## src/verilog/nfu_pkg.sv

```systemverilog
// NFU shared package with widths, Q8.8 arithmetic helpers and the op and state enums
package nfu_pkg;

    // Data format, 16-bit signed with 8 fraction bits
    localparam int DATA_W     = 16;
    localparam int FRAC_BITS  = 8;
    localparam int PROD_W     = 2 * DATA_W;

    // Tile geometry, Tn neurons in and out
    localparam int NEURONS    = 4;
    localparam int VEC_W      = NEURONS * DATA_W;
    localparam int MAT_W      = NEURONS * NEURONS * DATA_W;

    // Run sizes and pipeline timing
    localparam int CNT_W      = 8;
    localparam int PIPE_DEPTH = 4;
    localparam int DRAIN_W    = $clog2(PIPE_DEPTH + 1);

    // Saturation limits of one value
    localparam logic signed [DATA_W-1:0] DATA_MAX = {1'b0, {(DATA_W-1){1'b1}}};
    localparam logic signed [DATA_W-1:0] DATA_MIN = {1'b1, {(DATA_W-1){1'b0}}};

    typedef enum logic {
        OP_SUM = 1'b0,
        OP_MAX = 1'b1
    } nfu_op_e;

    typedef enum logic [1:0] {
        ST_IDLE  = 2'd0,
        ST_RUN   = 2'd1,
        ST_DRAIN = 2'd2
    } ctrl_state_e;

    // Q8.8 multiply, floor shift then clamp
    function automatic logic signed [DATA_W-1:0] fx_mul(
        input logic signed [DATA_W-1:0] a,
        input logic signed [DATA_W-1:0] b
    );
        logic signed [PROD_W-1:0] prod;
        logic signed [PROD_W-1:0] scaled;
        prod   = a * b;
        // Arithmetic shift rounds toward minus infinity
        scaled = prod >>> FRAC_BITS;
        if (scaled > PROD_W'(DATA_MAX)) begin
            return DATA_MAX;
        end else if (scaled < PROD_W'(DATA_MIN)) begin
            return DATA_MIN;
        end
        return scaled[DATA_W-1:0];
    endfunction

    // Saturating add
    function automatic logic signed [DATA_W-1:0] fx_add(
        input logic signed [DATA_W-1:0] a,
        input logic signed [DATA_W-1:0] b
    );
        logic signed [DATA_W:0] sum;
        sum = a + b;
        // Overflow when the two top bits disagree
        if (sum[DATA_W] != sum[DATA_W-1]) begin
            return sum[DATA_W] ? DATA_MIN : DATA_MAX;
        end
        return sum[DATA_W-1:0];
    endfunction

    function automatic logic signed [DATA_W-1:0] fx_max(
        input logic signed [DATA_W-1:0] a,
        input logic signed [DATA_W-1:0] b
    );
        return (a > b) ? a : b;
    endfunction

endpackage

```

## src/verilog/nfu_tile_counter.sv

```systemverilog
// Tile and group position counter with a pipeline drain timer
module nfu_tile_counter (
    input  logic                      clk,
    input  logic                      i_rst,
    input  logic                      i_load,
    input  logic [nfu_pkg::CNT_W-1:0] i_tiles,
    input  logic [nfu_pkg::CNT_W-1:0] i_groups,
    input  logic                      i_step,
    input  logic                      i_drain_start,
    output logic                      o_first,
    output logic                      o_last,
    output logic                      o_final,
    output logic                      o_drain_done
);
    import nfu_pkg::*;

    logic [CNT_W-1:0]   tile_q;
    logic [CNT_W-1:0]   group_q;
    logic [CNT_W-1:0]   tiles_lim_q;
    logic [CNT_W-1:0]   groups_lim_q;
    logic               run_done_q;
    logic [DRAIN_W-1:0] drain_q;

    // Position flags straight from the registers
    assign o_first = (tile_q == '0);
    assign o_last  = (tile_q == tiles_lim_q - CNT_W'(1));
    assign o_final = o_last && (group_q == groups_lim_q - CNT_W'(1));

    always_ff @(posedge clk) begin
        if (i_rst) begin
            tile_q       <= '0;
            group_q      <= '0;
            tiles_lim_q  <= CNT_W'(1);
            groups_lim_q <= CNT_W'(1);
            run_done_q   <= 1'b0;
        end else if (i_load) begin
            tile_q       <= '0;
            group_q      <= '0;
            tiles_lim_q  <= i_tiles;
            groups_lim_q <= i_groups;
            run_done_q   <= 1'b0;
        end else if (i_step && !run_done_q) begin
            // Wrap the tile index into the next group
            if (o_last) begin
                tile_q  <= '0;
                group_q <= group_q + CNT_W'(1);
            end else begin
                tile_q  <= tile_q + CNT_W'(1);
            end
            if (o_final) begin
                run_done_q <= 1'b1;
            end
        end
    end

    // Drain timer covers the tiles still in flight
    always_ff @(posedge clk) begin
        if (i_rst) begin
            drain_q <= '0;
        end else if (i_drain_start) begin
            drain_q <= DRAIN_W'(PIPE_DEPTH);
        end else if (drain_q != '0) begin
            drain_q <= drain_q - DRAIN_W'(1);
        end
    end

    assign o_drain_done = (drain_q == '0);

    // Controller must stop stepping after the final tile until it reloads
    a_no_step_after_final : assert property (
        @(posedge clk) disable iff (i_rst) (run_done_q && !i_load) |-> !i_step
    );

endmodule

```

## config.mk

```make
export PLATFORM = sky130hd
export DESIGN_NAME = nfu_tile_counter
export DESIGN_NICKNAME = d
export VERILOG_FILES = /design/src/verilog/nfu_pkg.sv /design/src/verilog/nfu_tile_counter.sv
export SDC_FILE = /design/constraint.sdc
export NUM_CORES = 1
export LEC_CHECK = 0
export ABC_AREA = 1
export CORE_MARGIN = 2
export CORE_UTILIZATION = 50
export CTS_BUF_LIST = sky130_fd_sc_hd__clkbuf_2 sky130_fd_sc_hd__clkbuf_4 sky130_fd_sc_hd__clkbuf_8
export CTS_CLUSTER_SIZE = 20
export DETAILED_ROUTE_END_ITERATION = 8
export DONT_BUFFER_PORTS = 1
export MAX_ROUTING_LAYER = met4
export PLACE_DENSITY = 0.66
export SYNTH_ARGS = -nofsm -noshare
export SYNTH_HDL_FRONTEND = slang
export SYNTH_SLANG_ARGS = --single-unit
```

## constraint.sdc

```tcl
create_clock -name clk -period 3.3 [get_ports clk]
set_input_delay 0.33 -clock clk [delete_from_list [all_inputs] [get_ports clk]]
set_output_delay 0.33 -clock clk [all_outputs]
set_load 0.005 [all_outputs]
```

# Word-level counts from Yosys, hierarchy flattened
# Index checks and enable logic that the tools add are counted.
dict set report word_totals {
  register_bits 36
  latch_bits 0
  ram_bits 0
  mem_bits_ro 0
  inputBits 21
  out_inout_bits 4
  wordCells 28
  mem_count 0
}
dict set report op_classes {
  n_addsub 5
  n_mul 0
  div 0
  magnitude_cmp 0
  eq_ne 2
  shifts 0
  muxes 3
  n_bitwise 0
  reduce_logical 11
}
# cell count
set op_table {}
lappend op_table {{$add 8x1->8 const B} 2}
lappend op_table {{$eq 8x8->1} 2}
lappend op_table {{$sub 8x1->8 const B} 2}
lappend op_table {{$logic_not 8->1} 1}
lappend op_table {{$mux 8} 1}
lappend op_table {{$mux 3} 2}
lappend op_table {{$reduce_and 2->1} 2}
lappend op_table {{$reduce_or 2->1} 2}
lappend op_table {{$logic_not 3->1} 1}
lappend op_table {{$reduce_bool 3->1} 1}
lappend op_table {{$sub 3x1->3 const B} 1}
lappend op_table {{$logic_and 1x1->1} 2}
lappend op_table {{$reduce_bool 2->1} 1}
lappend op_table {{$logic_not 1->1} 1}

# Logic depth before layout (Yosys ltp)
dict set report depth {
  word_depth 4
  depth_mapped 14
  mapped_depth_nobuf 14
}

# Worst setup path before layout
# No wires, ideal clock.
dict set report synth_timing {
  path_kind {register -> output}
  from {register tiles_lim_q[0]}
  to {output port o_final}
  arrival_time_ns 1.615
  required_time_ns 2.970
  path_slack_ns 1.355
  stages_incl_launch_ff 10
  n_path_buf 0
  path_cell_list {dfxtp_1 inv_2 ha_1 xor2_1 nand2_1 nor2_2 nand3_2 nor2_8 nand2_1 nor3_1}
}
dict set report synth_via {
  elab_chain_len 3
}
# item line
set synth_rtl {}
lappend synth_rtl {{start: declaration} nfu_tile_counter.sv:19} ;# logic [CNT_W-1:0] tiles_lim_q;
lappend synth_rtl {{start signal: assignment} nfu_tile_counter.sv:39} ;# tiles_lim_q <= i_tiles;
lappend synth_rtl {{$sub 8x1->8} nfu_tile_counter.sv:26} ;# assign o_last = (tile_q == tiles_lim_q - CNT_W'(1));
lappend synth_rtl {{$eq 8x8->1} nfu_tile_counter.sv:26}
lappend synth_rtl {{$logic_and 1x1->1} nfu_tile_counter.sv:27} ;# assign o_final = o_last && (group_q == groups_lim_q - CNT_W'(1));
lappend synth_rtl {{end: declaration} nfu_tile_counter.sv:12} ;# output logic o_final,
# Every way passes these cells.

# Final worst setup path
# Ends and elaborated chain as after synthesis.

==> out/metrics.yaml <==
p_switching_mw: 0.2831
crit_arrival_ns: 2.08
use_met3_pct: 4.843
finClkSkew_ns: 0.006588
synth.avg_cell_area_um2: 6.533
wirelength_um: 4679
p_int_mw: 0.6972
clkLatencyLatePin_ns: 0.29
hold_violations: 0
crit_buf_inv: 1
max_freq_mhz: 414.6
cts_buffers: 5
worstMarginPinSlew_ns: 0.5863
crit_chain: "inv_2, ha_1, xor2_1, nand2_1, nor2_2, nand3_2, nor2_8, nand2_1, nor3_1"
critical_path_class: "register to output port"
synth-main-ff-cell: "dfxtp_1"
setup_viol: 0
mostFrequentLayoutCell: "nand2_1"
grt_overflow: 0
p_clk_share_pct: 35.0
hold_buffers: 0
clock_sink_count: 36
grt_pass1_vias: 1829
rsz0062_at_grt: "false"
hold_class: "input port to register"
drc: 0
num_rows: 24
cp_max_fo: 8
cts_tree: "done"
power-per-cell-area_nw_per_um2: 412.6
start_util_pct: 51.82
ys_seq_elements: 36
slew_headroom_pct: 60.87
grt_start_max_net_pins: 25
status: "completed"
met1_usage_pct: 28.92
max_cap_viol_count: 0
worst_setup_path_start_kind: "register"
root_buffer: "clkbuf_8"
cp-end-kind: "output port"
report.final.slew_viol_count: 0
cts_resized: 0
netlist.area_leader.share_pct: 32.16
crit_family: "simple AND/OR/NAND/NOR gates"
tns_ns: 0
synthCells: 343
ys_types: 27
drt_iter0_markers: 93
synth_area_leaders: "dfxtp_1 32%, nand2_1 13%, nor2_1 7.4%"
yosysWarningCount: 0
ant_nets: 0
clockBufferDepth: 2
die_w_um: 70.95
vias_per_cell: 5.200
p_leak_nw: 1.060
most-common-layout-cells: "79 x nand2_1, 44 x nor2_1, 42 x inv_1, 36 x dfxtp_1, 29 x nand3_1"
die_area_um2: 5033
cts_setup_buffers: 0
grtUsageMet2_pct: 28.66
comb_power_share_pct: 17.0
ctsHtreeMaxLevel: 2
wire_per_inst_um: 11.85
hpwl_um: 3575
die_h_um: 70.95
gp_congestion: 0.8175
crit_top_cell: "nand2_1"
numPortBuffers: 0
drtPass1Iterations: 4
antenna_found_initial: 0
drive_gt1_share_pct: 6.997
grt_pass1_wl_um: 7997
seq_power_share_pct: 48.0
fin_nets: 371
seq_area_frac_synth_pct: 32.16
cp.required_ns: 2.97
core-area_um2: 4324
crit_slowest_cell: "dfxtp_1"
synth_area_um2: 2241
syn2layout_area_growth_pct: 6.030
busiest_layer: "met1"
path_clk_slew_ns: 0.07
power.total_mw: 0.9803
synth_edf_count: 0
synth.net_count: 371
layout_min_cycle_time_ns: 2.412
track_usage_pct: 20.54
antenna_cells: 0
swShare_pct: 28.88
fin_crit_sh_pct: 73.10
num_vias: 2054
synth_area_leader_cell: "dfxtp_1"
ir_drop_uv: 289.1
max_stage_delay_ns: 0.42
async_reset_ff_share_pct: 0
io_pins: 25
==> per-stage QoR <==
stage | utilization, % | worst slack (ns) | std cells | hold WS [ns] | area [um2]
global placement | 52.72 | 1.222 | 388 | 0.4047 | 2280
detailed placement | 52.72 | 1.209 | 388 | 0.4077 | 2280
floorplan | - | 1.355 | 343 | 0.3991 | 2241
CTS | 54.95 | 0.8848 | 395 | 0.09713 | 2376
finish | 54.95 | 0.8878 | 395 | 0.1051 | 2376
global route | 54.95 | 0.7137 | 395 | 0.09269 | 2376
==> state kept, by name, summed over array words and instances (netlist names) <==
| name | flops |
|---|---|
| drain_q | 3 |
| group_q | 8 |
| groups_lim_q | 8 |
| run_done_q | 1 |
| tile_q | 8 |
| tiles_lim_q | 8 |
==> synth_stat cells, drive strengths merged (5+ instances only) <==
| master | instances |
|---|---|
| nand2 | 82 |
| nor2 | 49 |
| inv | 47 |
| dfxtp | 36 |
| nand3 | 31 |
| a21oi | 24 |
| o21ai | 20 |
| xor2 | 15 |
| clkbuf | 7 |
| ha | 7 |
| nand4 | 7 |
| xnor2 | 7 |
| nor3 | 5 |
==> final timing paths <==
kind / to / slack [ns] / start / cells after the start
setup / recovery: o_final / 0.89 / tiles_lim_q[0] / 9
hold / removal: drain_q[2] / 0.11 / i_rst / 1
setup reg to reg: tile_q[7] / 1.35 / tiles_lim_q[0] / 10
hold reg to reg: run_done_q / 0.46 / run_done_q / 2
==> layer usage <==
metal,vias to the layer above,share of wire [%]
li1,1086,-
met1,919,52
met2,42,41
met3,7,5.1
met4,0,1.4
met5,-,0
==> area by class of cell <==
cell class | instances | area (um2)
inverter | 48 | 180.2
multi-input combinational | 252 | 1314
fill | 455 | 1948
clock buffer | 7 | 96.34
sequential | 36 | 720.7
tap | 52 | 65.06
==> power groups by stage <==
stage / sequential [mW] / clock, mW / combinational [mW]
after floorplan: 0.476 / 0 / 0.142
after detailed placement: 0.480 / 0 / 0.167
after CTS: 0.470 / 0.352 / 0.167
final: 0.470 / 0.344 / 0.166
after global placement: 0.480 / 0 / 0.165
after global routing: 0.473 / 0.374 / 0.193
==> cells by family after synthesis <==
| kind of cell | count (synthesis) | share of synthesized area (%) |
|---|---|---|
| AO/OA/AOI/OAI | 45 | 10.16 |
| XOR/XNOR | 22 | 8.599 |
| adder cells (fa/ha/maj) | 7 | 3.908 |
| buffers and inverters | 55 | 9.213 |
| flip-flops | 36 | 32.16 |
| AND/OR/NAND/NOR | 178 | 35.96 |
Power figures use the tool's default switching activity.
