--- config.mk ---
export PLATFORM = sky130hd
export DESIGN_NAME = nfu_reduce_accumulate
export DESIGN_NICKNAME = d
export VERILOG_FILES = /design/src/verilog/nfu_pkg.sv /design/src/verilog/nfu_reduce_accumulate.sv
export SDC_FILE = /design/constraint.sdc
export NUM_CORES = 1
export LEC_CHECK = 0
export BUFFER_PORTS_ARGS = -buffer_cell sky130_fd_sc_hd__clkbuf_2
export CAP_MARGIN = 10
export CORE_MARGIN = 2
export CORE_UTILIZATION = 50
export CTS_CLUSTER_DIAMETER = 80
export DETAILED_ROUTE_END_ITERATION = 16
export HOLD_SLACK_MARGIN = 0.15
export PLACE_DENSITY = 0.67
export SYNTH_ARGS = -nofsm -noshare
export SYNTH_HDL_FRONTEND = slang
export SYNTH_SLANG_ARGS = --single-unit
--- constraint.sdc ---
create_clock -name clk -period 7.07 [get_ports clk]
set_input_delay 0.707 -clock clk [delete_from_list [all_inputs] [get_ports clk]]
set_output_delay 0.707 -clock clk [all_outputs]
set_load 0.01 [all_outputs]
--- src/verilog/nfu_pkg.sv ---
// NFU shared package with widths, Q8.8 arithmetic helpers and the op and state enums
package nfu_pkg;

    // Data format, 16-bit signed with 8 fraction bits
    localparam int DATA_W     = 16;
    localparam int FRAC_BITS  = 8;
    localparam int PROD_W     = 2 * DATA_W;

    // Tile geometry, Tn neurons in and out
    localparam int NEURONS    = 4;
    localparam int VEC_W      = NEURONS * DATA_W;
    localparam int MAT_W      = NEURONS * NEURONS * DATA_W;

    // Run sizes and pipeline timing
    localparam int CNT_W      = 8;
    localparam int PIPE_DEPTH = 4;
    localparam int DRAIN_W    = $clog2(PIPE_DEPTH + 1);

    // Saturation limits of one value
    localparam logic signed [DATA_W-1:0] DATA_MAX = {1'b0, {(DATA_W-1){1'b1}}};
    localparam logic signed [DATA_W-1:0] DATA_MIN = {1'b1, {(DATA_W-1){1'b0}}};

    typedef enum logic {
        OP_SUM = 1'b0,
        OP_MAX = 1'b1
    } nfu_op_e;

    typedef enum logic [1:0] {
        ST_IDLE  = 2'd0,
        ST_RUN   = 2'd1,
        ST_DRAIN = 2'd2
    } ctrl_state_e;

    // Q8.8 multiply, floor shift then clamp
    function automatic logic signed [DATA_W-1:0] fx_mul(
        input logic signed [DATA_W-1:0] a,
        input logic signed [DATA_W-1:0] b
    );
        logic signed [PROD_W-1:0] prod;
        logic signed [PROD_W-1:0] scaled;
        prod   = a * b;
        // Arithmetic shift rounds toward minus infinity
        scaled = prod >>> FRAC_BITS;
        if (scaled > PROD_W'(DATA_MAX)) begin
            return DATA_MAX;
        end else if (scaled < PROD_W'(DATA_MIN)) begin
            return DATA_MIN;
        end
        return scaled[DATA_W-1:0];
    endfunction

    // Saturating add
    function automatic logic signed [DATA_W-1:0] fx_add(
        input logic signed [DATA_W-1:0] a,
        input logic signed [DATA_W-1:0] b
    );
        logic signed [DATA_W:0] sum;
        sum = a + b;
        // Overflow when the two top bits disagree
        if (sum[DATA_W] != sum[DATA_W-1]) begin
            return sum[DATA_W] ? DATA_MIN : DATA_MAX;
        end
        return sum[DATA_W-1:0];
    endfunction

    function automatic logic signed [DATA_W-1:0] fx_max(
        input logic signed [DATA_W-1:0] a,
        input logic signed [DATA_W-1:0] b
    );
        return (a > b) ? a : b;
    endfunction

endpackage

--- src/verilog/nfu_reduce_accumulate.sv ---
// NFU-2 per-row sum or max reduction merged with a partial value into a running accumulator
module nfu_reduce_accumulate (
    input  logic                      clk,
    input  logic                      i_rst,
    input  logic [nfu_pkg::MAT_W-1:0] i_products,
    input  logic [nfu_pkg::VEC_W-1:0] i_partial,
    input  nfu_pkg::nfu_op_e          i_op,
    input  logic                      i_valid,
    input  logic                      i_first,
    input  logic                      i_last,
    output logic [nfu_pkg::VEC_W-1:0] o_acc,
    output logic                      o_group_valid
);
    import nfu_pkg::*;

    // Tags aligned with the registered tree results
    logic valid_q;
    logic first_q;
    logic last_q;

    for (genvar j = 0; j < NEURONS; j++) begin : g_row
        logic signed [DATA_W-1:0] p [NEURONS];
        logic signed [DATA_W-1:0] pair_lo;
        logic signed [DATA_W-1:0] pair_hi;
        logic signed [DATA_W-1:0] red_d;
        logic signed [DATA_W-1:0] red_q;
        logic signed [DATA_W-1:0] part_q;
        logic signed [DATA_W-1:0] acc_q;
        logic signed [DATA_W-1:0] base;
        logic signed [DATA_W-1:0] merged;

        for (genvar i = 0; i < NEURONS; i++) begin : g_col
            assign p[i] = i_products[(j*NEURONS+i)*DATA_W +: DATA_W];
        end

        // Two-level tree over the four products of row j
        // Sum saturates at every adder
        assign pair_lo = (i_op == OP_SUM) ? fx_add(p[0], p[1]) : fx_max(p[0], p[1]);
        assign pair_hi = (i_op == OP_SUM) ? fx_add(p[2], p[3]) : fx_max(p[2], p[3]);
        assign red_d   = (i_op == OP_SUM) ? fx_add(pair_lo, pair_hi) : fx_max(pair_lo, pair_hi);

        // Tree result and partial wait one cycle before the merge
        always_ff @(posedge clk) begin
            red_q  <= red_d;
            part_q <= i_partial[j*DATA_W +: DATA_W];
        end

        // First tile of a group starts from NBout, later ones from the running value
        assign base   = first_q ? part_q : acc_q;
        assign merged = (i_op == OP_SUM) ? fx_add(base, red_q) : fx_max(base, red_q);

        always_ff @(posedge clk) begin
            if (valid_q) begin
                acc_q <= merged;
            end
        end

        assign o_acc[j*DATA_W +: DATA_W] = acc_q;
    end

    always_ff @(posedge clk) begin
        if (i_rst) begin
            valid_q       <= 1'b0;
            first_q       <= 1'b0;
            last_q        <= 1'b0;
            o_group_valid <= 1'b0;
        end else begin
            valid_q       <= i_valid;
            first_q       <= i_first;
            last_q        <= i_last;
            // Group is complete once its last tile has been merged
            o_group_valid <= valid_q && last_q;
        end
    end

    // Tags arrive from the controller through the top level pipe
    a_tags_need_valid : assert property (
        @(posedge clk) disable iff (i_rst) (i_first || i_last) |-> i_valid
    );

endmodule

## Word-level counts from Yosys, hierarchy flattened

Cells that the tools add are included.

| storage, ports and cells | value |
|---|---|
| flip-flop bits (word level) | 196 |
| output and inout bits | 65 |
| word-level logic and storage cells | 165 |

| operators by class | value |
|---|---|
| add/sub/neg operators | 16 |
| order comparisons | 16 |
| eq/ne operators | 16 |
| multiplexer cells | 100 |
| reduce and logical (&&, ||, !) cells | 1 |

Operators by type and width:

| kind | count |
|---|---|
| 16-bit two-way mux | 84 |
| 16-bit by 16-bit adder with 17-bit output | 16 |
| 16-bit > comparator | 16 |
| 1-bit two-way mux | 16 |
| 1-bit inequality test | 16 |
| 1-bit logical AND | 1 |

## Depth between registers and ports, before layout

| depth | value |
|---|---|
| depth after elaboration | 10 |
| depth in mapped cells | 25 |
| gate-level depth less buffers | 23 |

## Least setup slack after synthesis

OpenSTA, ideal clock, no wires.

| timing | value |
|---|---|
| path type | input-to-reg |
| start point | input port i_products[241] in the netlist's numbering |
| end point | register g_row[3].red_q[5] |
| setup time | 0.134 ns |
| arrival time | 5.576 ns |
| setup slack | 1.360 ns |
| stages | 23 |
| path through | inv_1 ha_1 nor2b_1 o21a_1 o21ai_1 a2111oi_2 nor4_1 o32ai_2 buf_4 mux2i_1 a221oi_1 ha_1 fa_1 a211oi_1 o21ai_1 a31oi_2 o21ai_1 a2111o_1 a31oi_2 nor2_1 buf_2 o211ai_1 o221ai_1 |

| on the way | value |
|---|---|
| word-level cells in the longest chain between the ends | 10 |

RTL lines:

| item | RTL line | text |
|---|---|---|
| start: declaration | nfu_reduce_accumulate.sv:5 | `input logic [nfu_pkg::MAT_W-1:0] i_products,` |
| 16-bit by 16-bit adder with 17-bit output | nfu_pkg.sv:58 | `sum = a + b;` |
| 16-bit two-way mux or 1-bit inequality test (tied branches) | nfu_pkg.sv:61, nfu_pkg.sv:60 |  |
| 16-bit two-way mux or 1-bit two-way mux (tied branches) | nfu_pkg.sv:60 | `if (sum[DATA_W] != sum[DATA_W-1]) begin` |
| 16-bit two-way mux | nfu_pkg.sv:63 | `return sum[DATA_W-1:0];` |
| 16-bit two-way mux (*) | nfu_reduce_accumulate.sv:39 | `assign pair_hi = (i_op == OP_SUM) ? fx_add(p[2], p[3]) : fx_max(p[2], p[3]);` |
| 16-bit by 16-bit adder with 17-bit output | nfu_pkg.sv:58 |  |
| 16-bit two-way mux or 1-bit inequality test (tied branches) | nfu_pkg.sv:61, nfu_pkg.sv:60 |  |
| 16-bit two-way mux or 1-bit two-way mux (tied branches) | nfu_pkg.sv:60 |  |
| 16-bit two-way mux | nfu_pkg.sv:63 |  |
| 16-bit two-way mux (*) | nfu_reduce_accumulate.sv:40 | `assign red_d = (i_op == OP_SUM) ? fx_add(pair_lo, pair_hi) : fx_max(pair_lo, pair_hi);` |
| net g_row[3].red_d[5] | nfu_reduce_accumulate.sv:25 | `logic signed [DATA_W-1:0] red_d;` |
| end signal: assignment | nfu_reduce_accumulate.sv:44 | `red_q <= red_d;` |
| end: declaration | nfu_reduce_accumulate.sv:26 | `logic signed [DATA_W-1:0] red_q;` |

Mark *: on every way through the listed nets, which the timed path passes. The rest lies on a longest branch. The select of a mux whose other input is x is not followed.
A chain may end at the register's enable or synchronous reset.

## Worst setup path in the final report

| timing | value |
|---|---|
| start point | input port i_products[96] in the netlist's numbering |
| end point | register g_row[1].red_q[12] |

| on the way | value |
|---|---|
| word-level cells in the longest chain between the ends | 10 |

RTL lines:

| item | RTL line |
|---|---|
| 16-bit by 16-bit adder with 17-bit output | nfu_pkg.sv:58 |
| 16-bit two-way mux or 1-bit inequality test (tied branches) | nfu_pkg.sv:61, nfu_pkg.sv:60 |
| 16-bit two-way mux or 1-bit two-way mux (tied branches) | nfu_pkg.sv:60 |
| 16-bit two-way mux | nfu_pkg.sv:63 |
| 16-bit two-way mux (*) | nfu_reduce_accumulate.sv:39 |
| 16-bit by 16-bit adder with 17-bit output | nfu_pkg.sv:58 |
| 16-bit two-way mux or 1-bit inequality test (tied branches) | nfu_pkg.sv:61, nfu_pkg.sv:60 |
| 16-bit two-way mux or 1-bit two-way mux (tied branches) | nfu_pkg.sv:60 |
| 16-bit two-way mux | nfu_pkg.sv:63 |
| 16-bit two-way mux (*) | nfu_reduce_accumulate.sv:40 |
| net g_row[1].red_d[12] | nfu_reduce_accumulate.sv:25 |
| end signal: assignment | nfu_reduce_accumulate.sv:44 |
| end: declaration | nfu_reduce_accumulate.sv:26 |

Marks and branches as above.

==> run_summary.xml <==
<?xml version="1.0" encoding="UTF-8"?>
<metrics>
  <group name="run_status">
    <metric name="outcome" unit="">completed</metric>
  </group>
  <group name="logic_synthesis">
    <metric name="synthesized_flop_and_latch_total" unit="">196</metric>
    <metric name="synthesized_netlist_net_count" unit="">4700</metric>
    <metric name="yosys.area_share.xor_xnor" unit="%">5.838</metric>
    <metric name="ys.flop_type" unit="">sky130_fd_sc_hd__dfxtp_1</metric>
    <metric name="synthesis.yosys.warnings" unit="">0</metric>
    <metric name="ys_seq_area_share" unit="%">14.73</metric>
    <metric name="post_synth_and_or_nand_nor_area_fraction" unit="%">14.74</metric>
    <metric name="synthMuxAreaShare" unit="%">8.514</metric>
    <metric name="synthesis.area" unit="sq mm">0.03099</metric>
    <metric name="area_fraction_in_compound_gates_after_synthesis" unit="%">26.90</metric>
    <metric name="post_synth_fa_ha_maj_area_fraction" unit="%">22.62</metric>
    <metric name="synth_largest_type_area_fraction" unit="%">20.83</metric>
    <metric name="synth.most_common_cell" unit="">sky130_fd_sc_hd__ha_1</metric>
    <metric name="top_cell_types_by_occurrence_after_synthesis" unit="">sky130_fd_sc_hd__ha_1 (516), sky130_fd_sc_hd__inv_1 (365), sky130_fd_sc_hd__a21oi_1 (319), sky130_fd_sc_hd__nor2_1 (289), sky130_fd_sc_hd__nand2_1 (196)</metric>
    <metric name="number_of_synthesized_flops_with_an_enable_pin" unit="">64</metric>
    <metric name="ys_top_cells_by_area" unit="">sky130_fd_sc_hd__ha_1 (21%), sky130_fd_sc_hd__dfxtp_1 (8.5%), sky130_fd_sc_hd__edfxtp_1 (6.2%)</metric>
    <metric name="synthDistinctLibCells" unit="">110</metric>
    <metric name="post-synth-top-area-cell" unit="">sky130_fd_sc_hd__ha_1</metric>
    <metric name="synth_top_family_by_area" unit="">compound AO/OA/AOI/OAI gates</metric>
    <metric name="asyncSetResetFlopFracSynth" unit="%">0</metric>
    <metric name="netlist_instances" unit="">3842</metric>
    <metric name="avg_cell_area_syn" unit="sq um">8.067</metric>
  </group>
  <group name="finish">
    <metric name="drive_gt1_share" unit="%">15.91</metric>
    <metric name="finalNetCount" unit="">4982</metric>
    <metric name="layout.area.seq" unit="sq mm">0.004572</metric>
    <metric name="fillCellCount" unit="">5892</metric>
    <metric name="total_area_of_multi_input_combinational_cells" unit="sq mm">0.02440</metric>
    <metric name="areaGrowthSynthToFinish" unit="%">10.21</metric>
  </group>
  <group name="cts">
    <metric name="cell_at_the_root_of_the_clock_tree" unit="">sky130_fd_sc_hd__clkbuf_16</metric>
    <metric name="tritoncts.num_buffers" unit="">17</metric>
    <metric name="cts_buffer_depth" unit="">2</metric>
    <metric name="tritoncts_num_sinks" unit="">196</metric>
    <metric name="cts-resized-gates" unit="">0</metric>
    <metric name="postCtsSetupRepairBufs" unit="">0</metric>
    <metric name="worst_skew_pair.late_latency" unit="ps">460</metric>
    <metric name="cts_tree" unit="">built</metric>
    <metric name="post_cts_hold_buffer_count" unit="">0</metric>
    <metric name="path_clk_slew" unit="ps">80</metric>
    <metric name="cts_htree_levels" unit="">4</metric>
  </group>
  <group name="global_routing">
    <metric name="grt_overflow" unit="">0</metric>
    <metric name="grt_first_pass_wirelength" unit="mm">146.9</metric>
    <metric name="grt_max_degree" unit="">115</metric>
    <metric name="grt_usage" unit="%">28.62</metric>
    <metric name="grt_antenna_before_repair" unit="">12</metric>
    <metric name="grt_pass1_vias" unit="">26922</metric>
  </group>
  <group name="floorplan">
    <metric name="die_height" unit="um">253.0</metric>
    <metric name="coreArea" unit="sq mm">0.06148</metric>
    <metric name="top_level_ports" unit="">391</metric>
    <metric name="fp.dieArea" unit="sq mm">0.06399</metric>
    <metric name="initial_utilization" unit="%">50.41</metric>
    <metric name="fp.dieW" unit="um">253.0</metric>
    <metric name="row_count" unit="">91</metric>
  </group>
  <group name="detailed_routing">
    <metric name="detail_route.iter0.violations" unit="">2143</metric>
    <metric name="residual_antenna_violating_net_count_after_detailed_routing" unit="">0</metric>
    <metric name="via_count" unit="">29246</metric>
    <metric name="drt-pass1-iter-count" unit="">7</metric>
    <metric name="route.final.wire_length" unit="mm">95.14</metric>
    <metric name="drcViolationCount" unit="">0</metric>
    <metric name="wl_per_cell" unit="um">19.27</metric>
    <metric name="via_per_inst" unit="">5.925</metric>
  </group>
  <group name="sta">
    <metric name="setup_viol" unit="">0</metric>
    <metric name="hold_viol" unit="">0</metric>
    <metric name="worstMarginPinSlew" unit="ps">975.5</metric>
    <metric name="timing.setup.tns" unit="ps">0</metric>
    <metric name="final_worst_path_cycle_share" unit="%">88.49</metric>
    <metric name="fin_worst_skew" unit="ps">12.46</metric>
    <metric name="rsz_0062_raised_after_global_routing" unit="">false</metric>
    <metric name="max_freq" unit="MHz">159.8</metric>
    <metric name="worst_hold_slack" unit="ps">345.5</metric>
    <metric name="final_max_slew_viol_count" unit="">0</metric>
    <metric name="worst_slew_margin_rel" unit="%">34.97</metric>
    <metric name="final.min_clock_period" unit="ps">6256</metric>
  </group>
  <group name="power">
    <metric name="power_per_cell_area" unit="mW/mm^2">318.4</metric>
    <metric name="worst_voltage_drop_across_the_vdd_grid" unit="mV">0.2013</metric>
    <metric name="leakage" unit="nW">15.93</metric>
  </group>
  <group name="worst_setup_path">
    <metric name="worst_setup_path_end_kind" unit="">flop</metric>
    <metric name="timing.critical_path.arrival" unit="ps">6550</metric>
    <metric name="cp.required" unit="ps">7360</metric>
    <metric name="category_of_the_worst_setup_path_launch_point" unit="">input port</metric>
    <metric name="critical_path_class" unit="">in2reg</metric>
    <metric name="critical_path_peak_fanout" unit="">18</metric>
  </group>
  <group name="run">
    <metric name="max_cap_violations" unit="">0</metric>
  </group>
  <group name="hold_path">
    <metric name="worstHoldPathType" unit="">in2reg</metric>
  </group>
  <group name="placed_design">
    <metric name="place_congestion" unit="">0.9683</metric>
    <metric name="count_of_port_buffers_added_during_placement" unit="">390</metric>
    <metric name="dp.final_hpwl" unit="mm">78.34</metric>
  </group>
</metrics>
## worst max-delay path: stages
cell and delay [ps]:
sky130_fd_sc_hd__clkbuf_2 100, sky130_fd_sc_hd__ha_1 230, sky130_fd_sc_hd__fa_1 380, sky130_fd_sc_hd__nand2b_1 130
sky130_fd_sc_hd__a221oi_1 120, sky130_fd_sc_hd__o41ai_1 610, sky130_fd_sc_hd__o211ai_1 190, sky130_fd_sc_hd__o221ai_1 170
sky130_fd_sc_hd__o31a_1 170, sky130_fd_sc_hd__buf_4 170, sky130_fd_sc_hd__nor2_1 70, sky130_fd_sc_hd__nor2_2 600
sky130_fd_sc_hd__a22oi_1 290, sky130_fd_sc_hd__fa_1 510, sky130_fd_sc_hd__a21o_1 180, sky130_fd_sc_hd__a21oi_1 240
sky130_fd_sc_hd__nor2b_1 130, sky130_fd_sc_hd__o221ai_1 250, sky130_fd_sc_hd__a31oi_1 160, sky130_fd_sc_hd__o21ai_1 340
sky130_fd_sc_hd__or2_2 210, sky130_fd_sc_hd__and2_1 390, sky130_fd_sc_hd__a22oi_1 180
## flip-flops by register name, indices dropped and copies added (netlist names)
register	count
last_q	1
g_row.red_q	64
o_group_valid	1
g_row.acc_q	64
valid_q	1
first_q	1
g_row.part_q	64
## through the flow
stage	setup slack (ps)	instances	total power, mW	area (sq um)	utilization, %
floorplan	1360	3842	7.808	30990	-
global placement	670.7	4895	9.726	33560	54.59
detailed placement	520.9	4895	9.780	33560	54.59
CTS	979.5	4927	10.80	34130	55.52
global route	325.8	4934	11.81	34150	55.55
finish	813.8	4936	10.88	34160	55.55
## layout make-up
class	count	area share, %
Multi-Input combinational cell	3119	71.43
Clock inverter	12	0.3370
Timing Repair Buffer	423	6.502
Tap cell	790	2.894
Antenna cell	9	0.06594
Inverter	367	4.048
Clock buffer	20	1.337
Sequential cell	196	13.39
## cells by family after synthesis
kind of cell / after synthesis
fa+ha+maj: 555
flops: 196
buf+inv: 527
xor+xnor: 204
compound gates: 1184
simple gates: 927
mux: 249
## worst paths after layout
path,from,to,slack (ps),cells past startpoint
setup / recovery,i_products[96],g_row[1].red_q[12]$_DFF_P_,810,23
hold / removal,i_partial[41],g_row[2].part_q[9]$_DFF_P_,350,1
setup reg to reg,first_q$_SDFF_PP0_,g_row[2].acc_q[3]$_DFFE_PP_,2220,11
hold reg to reg,last_q$_SDFF_PP0_,o_group_valid$_SDFF_PP0_,420,2
## per-layer routing
layer / up-vias / global-route usage [%] / wire, um
met5: - / 0 / 46
met4: 6 / 9.129 / 2913
met3: 163 / 3.495 / 6029
met2: 950 / 46.09 / 42150
met1: 13579 / 39.64 / 44000
li1: 14548 / - / -
## power breakdown
| group | internal [mW] | switching (mW) |
|---|---|---|
| combinational | 3.34 | 4.63 |
| clock | 0.485 | 0.478 |
| sequential | 1.63 | 0.309 |
| total | 5.46 | 5.42 |
## cell usage in the layout (no fill, tap or decap), drive strengths merged, types with 24 or more instances in the layout
cell and count:
o211ai 39, ha 516, nand4 40, a21oi 323, nor2 293, a211oi 38
a22oi 32, a221oi 32, nand3 34, a22o 33, buf 33, o31ai 27
xor2 62, mux2 114, nor2b 66, nor3 78, and2 25, o21a 48
dfxtp 132, edfxtp 64, o221ai 41, a21o 51, nand2 196, mux2i 135
o21bai 70, clkbuf 410, inv 374, nand2b 55, or3 24, nor4 28
a31oi 34, o21ai 192, xnor2 142
(Power assumes the default switching activity.)
