===== config.mk =====
export PLATFORM = sky130hd
export DESIGN_NAME = nfu_layer_ctrl
export DESIGN_NICKNAME = d
export VERILOG_FILES = /design/src/verilog/nfu_pkg.sv /design/src/verilog/nfu_layer_ctrl.sv
export SDC_FILE = /design/constraint.sdc
export NUM_CORES = 1
export LEC_CHECK = 0
export ABC_AREA = 0
export BUFFER_PORTS_ARGS = -buffer_cell sky130_fd_sc_hd__buf_2
export CORE_AREA = 2 2 39 41
export CTS_CLUSTER_SIZE = 30
export DETAILED_ROUTE_END_ITERATION = 10
export DIE_AREA = 0 0 41 43
export SKIP_LAST_GASP = 1
export SLEW_MARGIN = 20
export SYNTH_ARGS = -nofsm -noshare
export SYNTH_HDL_FRONTEND = slang
export SYNTH_SLANG_ARGS = --single-unit

===== constraint.sdc =====
create_clock -name clk -period 0.8 [get_ports clk]
set_input_delay 0.12 -clock clk [delete_from_list [all_inputs] [get_ports clk]]
set_output_delay 0.12 -clock clk [all_outputs]
set_load 0.01 [all_outputs]

===== src/verilog/nfu_pkg.sv =====
// NFU shared package with widths, Q8.8 arithmetic helpers and the op and state enums
package nfu_pkg;

    // Data format, 16-bit signed with 8 fraction bits
    localparam int DATA_W     = 16;
    localparam int FRAC_BITS  = 8;
    localparam int PROD_W     = 2 * DATA_W;

    // Tile geometry, Tn neurons in and out
    localparam int NEURONS    = 4;
    localparam int VEC_W      = NEURONS * DATA_W;
    localparam int MAT_W      = NEURONS * NEURONS * DATA_W;

    // Run sizes and pipeline timing
    localparam int CNT_W      = 8;
    localparam int PIPE_DEPTH = 4;
    localparam int DRAIN_W    = $clog2(PIPE_DEPTH + 1);

    // Saturation limits of one value
    localparam logic signed [DATA_W-1:0] DATA_MAX = {1'b0, {(DATA_W-1){1'b1}}};
    localparam logic signed [DATA_W-1:0] DATA_MIN = {1'b1, {(DATA_W-1){1'b0}}};

    typedef enum logic {
        OP_SUM = 1'b0,
        OP_MAX = 1'b1
    } nfu_op_e;

    typedef enum logic [1:0] {
        ST_IDLE  = 2'd0,
        ST_RUN   = 2'd1,
        ST_DRAIN = 2'd2
    } ctrl_state_e;

    // Q8.8 multiply, floor shift then clamp
    function automatic logic signed [DATA_W-1:0] fx_mul(
        input logic signed [DATA_W-1:0] a,
        input logic signed [DATA_W-1:0] b
    );
        logic signed [PROD_W-1:0] prod;
        logic signed [PROD_W-1:0] scaled;
        prod   = a * b;
        // Arithmetic shift rounds toward minus infinity
        scaled = prod >>> FRAC_BITS;
        if (scaled > PROD_W'(DATA_MAX)) begin
            return DATA_MAX;
        end else if (scaled < PROD_W'(DATA_MIN)) begin
            return DATA_MIN;
        end
        return scaled[DATA_W-1:0];
    endfunction

    // Saturating add
    function automatic logic signed [DATA_W-1:0] fx_add(
        input logic signed [DATA_W-1:0] a,
        input logic signed [DATA_W-1:0] b
    );
        logic signed [DATA_W:0] sum;
        sum = a + b;
        // Overflow when the two top bits disagree
        if (sum[DATA_W] != sum[DATA_W-1]) begin
            return sum[DATA_W] ? DATA_MIN : DATA_MAX;
        end
        return sum[DATA_W-1:0];
    endfunction

    function automatic logic signed [DATA_W-1:0] fx_max(
        input logic signed [DATA_W-1:0] a,
        input logic signed [DATA_W-1:0] b
    );
        return (a > b) ? a : b;
    endfunction

endpackage


===== src/verilog/nfu_layer_ctrl.sv =====
// Layer controller FSM that starts a run, tags accepted tiles and signals the end of the run
module nfu_layer_ctrl (
    input  logic             clk,
    input  logic             i_rst,
    input  logic             i_start,
    input  logic             i_valid,
    input  nfu_pkg::nfu_op_e i_op,
    input  logic             i_first,
    input  logic             i_last,
    input  logic             i_final,
    input  logic             i_drain_done,
    output logic             o_load,
    output logic             o_step,
    output logic             o_drain_start,
    output logic             o_accept,
    output logic             o_first,
    output logic             o_last,
    output nfu_pkg::nfu_op_e o_op,
    output logic             o_busy,
    output logic             o_done
);
    import nfu_pkg::*;

    ctrl_state_e state_q;
    ctrl_state_e state_d;
    nfu_op_e     op_q;

    always_comb begin
        state_d       = state_q;
        o_load        = 1'b0;
        o_accept      = 1'b0;
        o_drain_start = 1'b0;
        o_done        = 1'b0;
        case (state_q)
            ST_IDLE: begin
                // Start and its sizes only count here
                if (i_start) begin
                    o_load  = 1'b1;
                    state_d = ST_RUN;
                end
            end
            ST_RUN: begin
                o_accept = i_valid;
                if (i_valid && i_final) begin
                    o_drain_start = 1'b1;
                    state_d       = ST_DRAIN;
                end
            end
            ST_DRAIN: begin
                // Timer hits zero together with the last o_valid
                if (i_drain_done) begin
                    o_done  = 1'b1;
                    state_d = ST_IDLE;
                end
            end
            default: begin
                state_d = ST_IDLE;
            end
        endcase
    end

    // Tags only for tiles actually taken
    assign o_step  = o_accept;
    assign o_first = o_accept && i_first;
    assign o_last  = o_accept && i_last;
    assign o_op    = op_q;
    assign o_busy  = (state_q != ST_IDLE);

    always_ff @(posedge clk) begin
        if (i_rst) begin
            state_q <= ST_IDLE;
            op_q    <= OP_SUM;
        end else begin
            state_q <= state_d;
            if (o_load) begin
                op_q <= i_op;
            end
        end
    end

    // Tiles only enter the pipe during a run
    a_accept_in_run : assert property (
        @(posedge clk) disable iff (i_rst) o_accept |-> (state_q == ST_RUN)
    );

endmodule


# After elaboration in Yosys (flattened, before gate mapping)
# Cells that the tools add are included.
[op_classes] n_eq_ne=5 n_reduce_logical=6 muxes=11
[op_table] operator="two-way mux 1 bit" n=7
[op_table] operator="two-way mux 2 bit" n=3
[op_table] operator="!= test 2 bit, second input constant" n=3
[op_table] operator="one-hot mux 2 bit (3 select lines)" n=1
[op_table] operator="logical AND 1 bit" n=3
[op_table] operator="AND reduction 3 bit" n=1
[op_table] operator="equality test 2 x 1 -> 1 bit, second input constant" n=1
[op_table] operator="equality test 2 bit, second input constant" n=1
[op_table] operator="logical NOT 2 bit" n=1
[op_table] operator="nonzero test 2 bit" n=1
[totals] out_inout_bits=9 register_bits=3 inputBits=9 elab_cells=24

# Logic depth before layout (Yosys ltp)
# Gate-level depths: netlist of the first run.
[logic_depth] ltp_word=3 mapped_depth=2 mapped_depth_nobuf=2

# Worst setup path before layout of the first run
# No wires, ideal clock.
[synth_path] path_kind="flip-flop to output port" startpoint="register state_q[0]" endpoint="output o_first" path_stages_with_launch=3 setup_slack_ns=-0.171 arrival_time_ns=0.851 required_time_ns=0.680 path_buffers=0 path_cell_list="dfxtp_1 > and3b_1 > and2_1"
[synth_via] elab_chain_cells=3
[synth_rtl] item="start: declaration" line_no="nfu_layer_ctrl.sv:24" text="ctrl_state_e state_q;"
[synth_rtl] item="start signal: assignment" line_no="nfu_layer_ctrl.sv:74" text="state_q <= state_d;"
[synth_rtl] item="equality test 2 x 1 -> 1 bit" line_no="nfu_layer_ctrl.sv:34" text="case (state_q)"
[synth_rtl] item="two-way mux 1 bit" line_no="nfu_layer_ctrl.sv:34"
[synth_rtl] item="net o_accept" line_no="nfu_layer_ctrl.sv:15" text="output logic o_accept,"
[synth_rtl] item="logical AND 1 bit" line_no="nfu_layer_ctrl.sv:64" text="assign o_first = o_accept && i_first;"
[synth_rtl] item="end: declaration" line_no="nfu_layer_ctrl.sv:16" text="output logic o_first,"
# The timed path passes the listed nets, and every way through them passes these cells.

# Worst setup path after layout of the first run
[layout_path] startpoint="register state_q[1]" endpoint="output o_accept"
[layout_via] elab_chain_cells=2
[layout_rtl] item="equality test 2 x 1 -> 1 bit" line_no="nfu_layer_ctrl.sv:34"
[layout_rtl] item="two-way mux 1 bit" line_no="nfu_layer_ctrl.sv:34"
[layout_rtl] item="end: declaration" line_no="nfu_layer_ctrl.sv:15"
# Every way passes these cells.

==> flow_results.org, run 1 <==
** Final layout
- In the final layout, flip-flops and latches occupy 68.82 µm².
- Final #Nets :: 54
- Finished Cell Area :: 394.1 µm²
- Area growth syn-to-layout :: 117.2%
- In the final layout, the share of cells above drive strength 1 is 0.7500.
- FILL cells :: 156
- N_diodes :: 0
- The multi-input combinational cells in the finished layout cover a total of 122.6 µm².

** Clocking
- Number of buffers on the longest clock path :: 2
- Clock slew at reported path FFs :: 0.04 ns
- H-tree levels :: 1
- TritonCTS clock tree :: yes
- Clock tree root buffer cell :: sky130_fd_sc_hd__clkbuf_4
- The number of clock buffers added by TritonCTS is 3.
- CTS sink count :: 3
- Clock latency at the later pin of the worst-skew pair :: 0.23 ns
- In this run, post-CTS hold repair placed 0 buffers.

** Synthesis
- Counting every net in the synthesized netlist gives 29.
- After synthesis the netlist holds a flip-flop and latch count of 3.
- Cell types with the largest area share after synthesis :: sky130_fd_sc_hd__dfxtp_1 33%, sky130_fd_sc_hd__and2_1 6.9%, sky130_fd_sc_hd__nand2b_1 6.9%, sky130_fd_sc_hd__nor3b_2 6.9%, sky130_fd_sc_hd__and4b_1 5.5%
- Share of Yosys cell area claimed by the top area cell type :: 0.3310
- Of all cell types, the one taking the most synthesized area is sky130_fd_sc_hd__dfxtp_1.
- Number of warnings printed during yosys synthesis :: 0
- Post-synthesis instance area :: 181.4 µm²
- Avg Cell Area, Syn :: 9.071 µm²
- Post-synthesis sequential area ratio :: 0.3310
- Yosys mapped the design onto 15 distinct sky130hd cell types.
- Synth Instances :: 20

** Critical path
- Critical register-to-register path endpoint :: state_q[1]$_SDFFE_PP0P_
- Critical path capture point :: o_accept
- Sequence of cells on the critical path :: and3b_2, buf_4, buf_6
- The critical path is of the reg -> out type.
- Critical path launch point type :: register
- The setup check on the worst reg-to-reg path leaves a slack of -0.15 ns.
- Depth of the worst register-to-register path :: 3
- Tracing the worst setup path back leads to its startpoint at state_q[1]$_SDFFE_PP0P_.
- Maximum fanout encountered on the critical timing path :: 7
- For this design, the slowest cell found on the critical path is sky130_fd_sc_hd__dfxtp_4.
- Launching point of the worst reg2reg path :: state_q[1]$_SDFFE_PP0P_
- The worst setup path is captured at a primary output.
- STA puts the critical path data arrival time at 1.07 ns.
- Biggest cell delay along the critical path :: 0.36 ns
- Required time worst endpoint :: 0.68 ns

** Routing
- After detailed routing, the average wire length per cell comes to 8.583 µm.
- In this run, the number of DRC markers left after iteration 0 of detailed routing was 1.
- Via-per-instance ratio :: 3.933
- Antenna-violating nets left :: 0
- For this run, design rule violations remaining after detail routing come to 0.
- For this run, the detailed router's first-pass iteration total came to 2.
- The routed layout has 236 vias.
- Wires add up to 515 µm.

** Timing
- On the final layout, the worst hold slack is 0.08949 ns.
- Setup repair after global routing could not meet its margin everywhere.
- At the pin with the least slew margin, the transition time is 0.2266 ns.
- Fin. max-slew vios :: 0
- The clock arrives with 0.0007024 ns of skew.
- Final worst path period need :: 1.187 ns
- Final setup slack of the worst path :: -0.3866 ns
- Setup violations remaining at the end of the flow were counted as 10.
- Relative slew slack :: 0.8476
- Of the available clock period, the critical path in the final layout requires 1.483.
- For this run, the top clock speed supported by timing is 0.8428 GHz.
- The number of hold violations in the final report is 0.

** Die
- Area of the die :: 1763 µm²
- The die is 41 µm wide.
- The die is 43 µm tall.
- Starting Density :: 0.1311
- Number of placed I/O pins :: 18
- Core box area :: 1384 µm²
- In this run the core area contains 14 standard-cell rows.

** Pwr
- Static power due to leakage :: 0.0002094 µW
- The design draws 578.5 µW.
- Power density cells :: 1468 nW/µm²
- Across the VDD grid, the largest voltage drop is 0.5449 mV.

** Run status
- The flow ran to the end, but the final reports show violations.
- The checks that failed: negative setup slack.

** Place
- Placed cell areas :: 295.3 µm²
- Number of port buffers :: 17
- At the placement stage, the worst setup path has a slack of -0.1974 ns.
- Final weighted congestion of routability-driven global placement :: 0.5812

** Run
- Across the run, the number of max-cap violations was 0.

** Global route
- Number of antenna violations at the first check in global routing :: 0
- Vias in the first global route :: 231
- After global routing the overflow that remains totals 0.
- All-layer global routing usage :: 0.07207
- Pin count of the biggest net entering global routing :: 8
- First-pass GRT wire length :: 765 µm

** Worst hold path
- Type of the tightest min-delay check :: in -> reg
## layout by cell type, fill, tap and decap left out
master and count:
sky130_fd_sc_hd__buf_2 11, sky130_fd_sc_hd__buf_6 7, sky130_fd_sc_hd__clkbuf_4 3, sky130_fd_sc_hd__buf_4 3, sky130_fd_sc_hd__and2_4 2, sky130_fd_sc_hd__nand2b_1 2
sky130_fd_sc_hd__dfxtp_4 2, sky130_fd_sc_hd__nor3b_2 1, sky130_fd_sc_hd__or2_2 1, sky130_fd_sc_hd__and3b_2 1, sky130_fd_sc_hd__nand2_1 1, sky130_fd_sc_hd__nor2_2 1
sky130_fd_sc_hd__and4b_1 1, sky130_fd_sc_hd__nor3b_1 1, sky130_fd_sc_hd__o21ba_1 1, sky130_fd_sc_hd__mux2i_1 1, sky130_fd_sc_hd__nor2_1 1, sky130_fd_sc_hd__and3_1 1
sky130_fd_sc_hd__nor4_1 1, sky130_fd_sc_hd__clkbuf_1 1, sky130_fd_sc_hd__dfxtp_2 1
## final cells by class
class / count / share of cell area
multi-input cells: 16 / 0.3111
clock buffers: 4 / 0.06667
well taps: 16 / 0.05079
repair buffers: 21 / 0.3968
flip-flops and latches: 3 / 0.1746
## routing by layer
metal / track usage / routed length, µm
met5: 0 / 0
met4: 0.08000 / 6
met2: 0.1156 / 289
met1: 0.04459 / 163
met3: 0.04712 / 56
## cells by family (layout without fill, tap and decap cells)
kind of cell,Yosys count,count (layout),share of synthesized area
AOI/OAI and AO/OA,1,1,0.05517
DFF,3,3,0.3310
and+or+nand+nor,14,14,0.5173
muxes,1,1,0.05517
buffers and inverters,1,25,0.04139
## sequential cells by signal, indices dropped and copies added (netlist names)
name     cells
state_q      2
o_op         1
## cells in the mapped netlist
| library cell | n |
|---|---|
| sky130_fd_sc_hd__and3_1 | 1 |
| sky130_fd_sc_hd__and4b_1 | 1 |
| sky130_fd_sc_hd__nor4_1 | 1 |
| sky130_fd_sc_hd__nor2_1 | 2 |
| sky130_fd_sc_hd__nand2_1 | 1 |
| sky130_fd_sc_hd__and3b_1 | 1 |
| sky130_fd_sc_hd__buf_4 | 1 |
| sky130_fd_sc_hd__nor3b_1 | 1 |
| sky130_fd_sc_hd__and2_1 | 2 |
| sky130_fd_sc_hd__mux2i_1 | 1 |
| sky130_fd_sc_hd__nand2b_1 | 2 |
| sky130_fd_sc_hd__o21ba_1 | 1 |
| sky130_fd_sc_hd__nor3b_2 | 1 |
| sky130_fd_sc_hd__dfxtp_1 | 3 |
| sky130_fd_sc_hd__or2_2 | 1 |
## how the worst min path moves through the flow
stage,from,to,slack (ns),cells after the start
4_1_cts,i_rst,state_q[0]$_SDFFE_PP0P_,0.08,2
6_report,i_rst,state_q[0]$_SDFFE_PP0P_,0.09,2
3_3_place_gp,i_rst,state_q[0]$_SDFFE_PP0P_,0.33,2
2_1_floorplan,i_rst,state_q[0]$_SDFFE_PP0P_,0.19,1
5_1_grt,i_rst,state_q[0]$_SDFFE_PP0P_,0.09,2
3_5_place_dp,i_rst,state_q[0]$_SDFFE_PP0P_,0.33,2
## repair_timing
item / in CTS / in global routing
pin swaps: 4 / 1
endpoints found under the setup margin: 11 / 12
setup buffers: 2 / 1
gates resized for setup: 10 / 1
## critical path: cells and delay by family (launching register included)
| family | cells | cell delay, ns |
|---|---|---|
| flops | 1 | 0.36 |
| buf+inv | 2 | 0.25 |
| simple gates | 1 | 0.22 |
## per-stage QoR
step	instances	util	TNS [ns]
after CTS	59	0.2776	-3.045
final	60	0.2848	-2.858
after detailed placement	53	0.2134	-0.7795
after global routing	60	0.2848	-3.319
after floorplan	20	-	-0.3773
after global placement	53	0.2134	-0.7192
## power breakdown
group          internal (µW)  switching, µW  total [µW]
combinational           93.2           51.2         144
sequential               158           11.9         170
clock                    187           76.9         264
Note: power is estimated with default switching activity, not from simulation.
==> inputs of run 2 (changes only) <==
==> constraint.sdc (replaced) <==
create_clock -name clk -period 0.8 [get_ports clk]
set_input_delay 0.08 -clock clk [delete_from_list [all_inputs] [get_ports clk]]
set_output_delay 0.08 -clock clk [all_outputs]
set_load 0.01 [all_outputs]
==> run 2 against run 1 <==
The flow still finishes with violations (negative setup slack). Sequential share of layout area up 0.34 points. Non-clock buffer count is 1 lower. Global-route usage shrank 0.19 points. Critical path depth is the same. Cell count shrank 1.7%. Routed wire length is 11% lower. Worst setup slack better by 0.038 ns. Hold slack lost 0.036 ns. Clock skew up 0.00096 ns. Flip-flop and latch count stayed put. Combinational power decreased by 4%. Critical endpoint unchanged. Largest power group unchanged.
==> flow_results.org, run 2 (synthesized netlist as in run 1, its figures left out) <==
** Final layout
- FILL cells :: 157 (was 156)
- The combined flip-flop and latch cell area was 68.82 µm² (unchanged).
- The layout cell share with drive strength beyond 1 is 0.7442 (was 0.7500).
- The number of flip-flops under the largest register name was 2 (unchanged).
- Final cell count without fillers :: 59 (was 60)
- Final #Nets :: 53 (was 54)
- N_diodes :: 0 (unchanged)
- Area of combinational cells with multiple inputs :: 128.9 µm² (was 122.6 µm²)
- Register with the most flip-flops :: state_q (unchanged)
- The most frequent standard cell in the layout excluding fill and tap cells is sky130_fd_sc_hd__buf_2 (unchanged).
- The post-route core utilization is 0.2794 (was 0.2848).
- Most used cells in the layout excluding fill and tap cells: 12 x sky130_fd_sc_hd__buf_2, 6 x sky130_fd_sc_hd__buf_6, 3 x sky130_fd_sc_hd__clkbuf_4 (was 11 x sky130_fd_sc_hd__buf_2, 7 x sky130_fd_sc_hd__buf_6, 3 x sky130_fd_sc_hd__clkbuf_4, 3 x sky130_fd_sc_hd__buf_4).
- Area growth syn-to-layout :: 113.1% (was 117.2%)
- The post-layout instance area came to 386.6 µm² (was 394.1 µm²).

** Pwr
- Static power due to leakage :: 0.0002039 µW (was 0.0002094 µW)
- The overall power of the completed layout came to 566.8 µW (was 578.5 µW).
- Peak VDD IR :: 0.4774 mV (was 0.5449 mV)
- The total power per unit cell area came to 1466 nW/µm² (was 1468 nW/µm²).

** Routing
- Number of detailed-route iterations in the first pass :: 1 (was 2)
- Antenna-violating nets left :: 0 (unchanged)
- Via-per-instance ratio :: 3.847 (was 3.933)
- First-iteration detailed-routing DRC count :: 0 (was 1)
- The remaining design rule violation count came to 0 (unchanged).
- The final routed wire length divided by cell count was 7.797 µm (was 8.583 µm).
- Total number of vias :: 227 (was 236)
- Final WL :: 460 µm (was 515 µm)

** Clocking
- TritonCTS clock tree :: yes (unchanged)
- Clock tree root buffer cell :: sky130_fd_sc_hd__clkbuf_4 (unchanged)
- Number of clock buffers inserted by TritonCTS :: 3 (unchanged)
- The clock-pin slew on the worst setup and hold paths is 0.04 ns (about the same).
- The sink count of the clock tree came to 3 (unchanged).
- The deepest level of the CTS H-tree was 1 (unchanged).
- The maximum clock insertion buffer count is 2 (unchanged).
- Clock latency at the later pin of the worst-skew pair :: 0.23 ns (about the same)

** Timing
- Final period util :: 1.435 (was 1.483)
- Worst Clk Skew :: 0.001659 ns (was 0.0007024 ns)
- The final critical path time including I/O delays and setup is 1.148 ns (was 1.187 ns).
- The measured slew at the worst slew-check pin was 0.2672 ns (was 0.2266 ns).
- Setup Viol. Count Final :: 11 (was 10)
- Final setup slack of the worst path :: -0.3483 ns (was -0.3866 ns)
- Fin. max-slew vios :: 0 (unchanged)
- Setup repair after global routing missed its margin: true (unchanged).
- Relative slew slack :: 0.8202 (was 0.8476)
- Setup TNS :: -2.544 ns (was -2.858 ns)
- The achievable frequency was 0.8708 GHz (was 0.8428 GHz).
- The number of hold violations in the final report is 0 (unchanged).

** Place
- Placed cell areas :: 304.0 µm² (was 295.3 µm²)
- The number of cells after detailed placement is 53 (unchanged).
- The routability congestion estimate from global placement was 0.5694 (was 0.5812).
- The number of buffer cells added on primary ports is 17 (unchanged).

** Run status
- Run status: finished with violations (unchanged).
- Violated checks :: negative setup slack (unchanged)

** Die
- Number of placed I/O pins :: 18 (unchanged)
- Starting Density :: 0.1311 (unchanged)
- Core box area :: 1384 µm² (unchanged)
- The row count was 14 (unchanged).
- The die width was 41 µm (unchanged).
- The die area came to 1763 µm² (unchanged).
- The die height was 43 µm (unchanged).

** Run
- The number of maximum-capacitance constraint violations was 0 (unchanged).

** Worst hold path
- Type of the tightest min-delay check :: in -> reg (unchanged)
- The source of the worst hold timing path was i_rst (unchanged).

** Critical path
- Worst setup startpoint :: state_q[1]$_SDFFE_PP0P_ (unchanged)
- The last element of the critical path is o_accept (unchanged).
- Critical register-to-register path endpoint :: state_q[1]$_SDFFE_PP0P_ (unchanged)
- The launch instance of the worst register-to-register path is state_q[1]$_SDFFE_PP0P_ (unchanged).
- Required time worst endpoint :: 0.72 ns (was 0.68 ns)
- The number of cell instances on the worst register-to-register path was 3 (unchanged).
- The sort of element at the end of the critical path is a primary output (unchanged).
- R2r setup slk :: -0.16 ns (was -0.15 ns)
- Maximum fanout encountered on the critical timing path :: 7 (unchanged)
- The endpoint arrival time on the critical path came to 1.07 ns (about the same).
- The category of the critical setup timing path is reg -> out (unchanged).
- Critical path launch point type :: register (unchanged)

** Global route
- The wire length of the first global-routing pass is 731 µm (was 765 µm).
- All-layer global routing usage :: 0.07014 (was 0.07207)
- The pin count of the biggest net entering global routing came to 8 (unchanged).
- The number of antenna violations at the first check in global routing came to 0 (unchanged).
- Overflow after GRT :: 0 (unchanged)
- The number of global-route vias before repair came to 202 (was 231).
run 2: what timing repair did:
item                       4_1_cts  5_1_grt
pin swaps                        1        3
setup buffers                    2        0
resized for setup                6        3
setup endpoints to repair       11       12
hold buffers                     0        0
run 2: critical path, stage by stage (launching register included):
cell and delay, ns:
sky130_fd_sc_hd__dfxtp_4 0.37, sky130_fd_sc_hd__and3b_2 0.22, sky130_fd_sc_hd__buf_4 0.14, sky130_fd_sc_hd__buf_6 0.11
run 2: final cells by class:
class / count / share of cell area
Timing Repair Buffer: 20 / 0.3689
Clock buffer: 4 / 0.06796
Tap cell: 16 / 0.05178
Sequential cell: 3 / 0.1780
Multi-Input combinational cell: 16 / 0.3333
run 2: how the worst min path moves through the flow:
stage / end / slack, ns / cells past startpoint
6_report: state_q[0]$_SDFFE_PP0P_ / 0.05 / 2
4_1_cts: state_q[0]$_SDFFE_PP0P_ / 0.05 / 2
3_5_place_dp: state_q[0]$_SDFFE_PP0P_ / 0.30 / 2
2_1_floorplan: state_q[0]$_SDFFE_PP0P_ / 0.15 / 1
3_3_place_gp: state_q[0]$_SDFFE_PP0P_ / 0.29 / 2
5_1_grt: state_q[0]$_SDFFE_PP0P_ / 0.06 / 2
run 2: metrics by stage:
| stage | worst slack [ns] | hold slack, ns |
|---|---|---|
| 2_1_floorplan | -0.06655 | 0.1494 |
| 3_3_place_gp | -0.1311 | 0.2854 |
| 3_5_place_dp | -0.1356 | 0.2970 |
| 4_1_cts | -0.3665 | 0.04986 |
| 5_1_grt | -0.3843 | 0.06264 |
| 6_report | -0.3483 | 0.05351 |
run 2: power breakdown:
part | internal (µW) | switching [µW]
logic | 88.4 | 49.7
registers | 159 | 13.2
clock network | 186 | 70.6
total | 433 | 133
run 2: layer usage:
layer	global-route usage	share of wire	up-vias
li1	-	-	117
met1	0.04792	0.29	100
met2	0.1063	0.61	10
met3	0.04712	0.10	0
met4	0.08000	0	0
met5	0	0	-
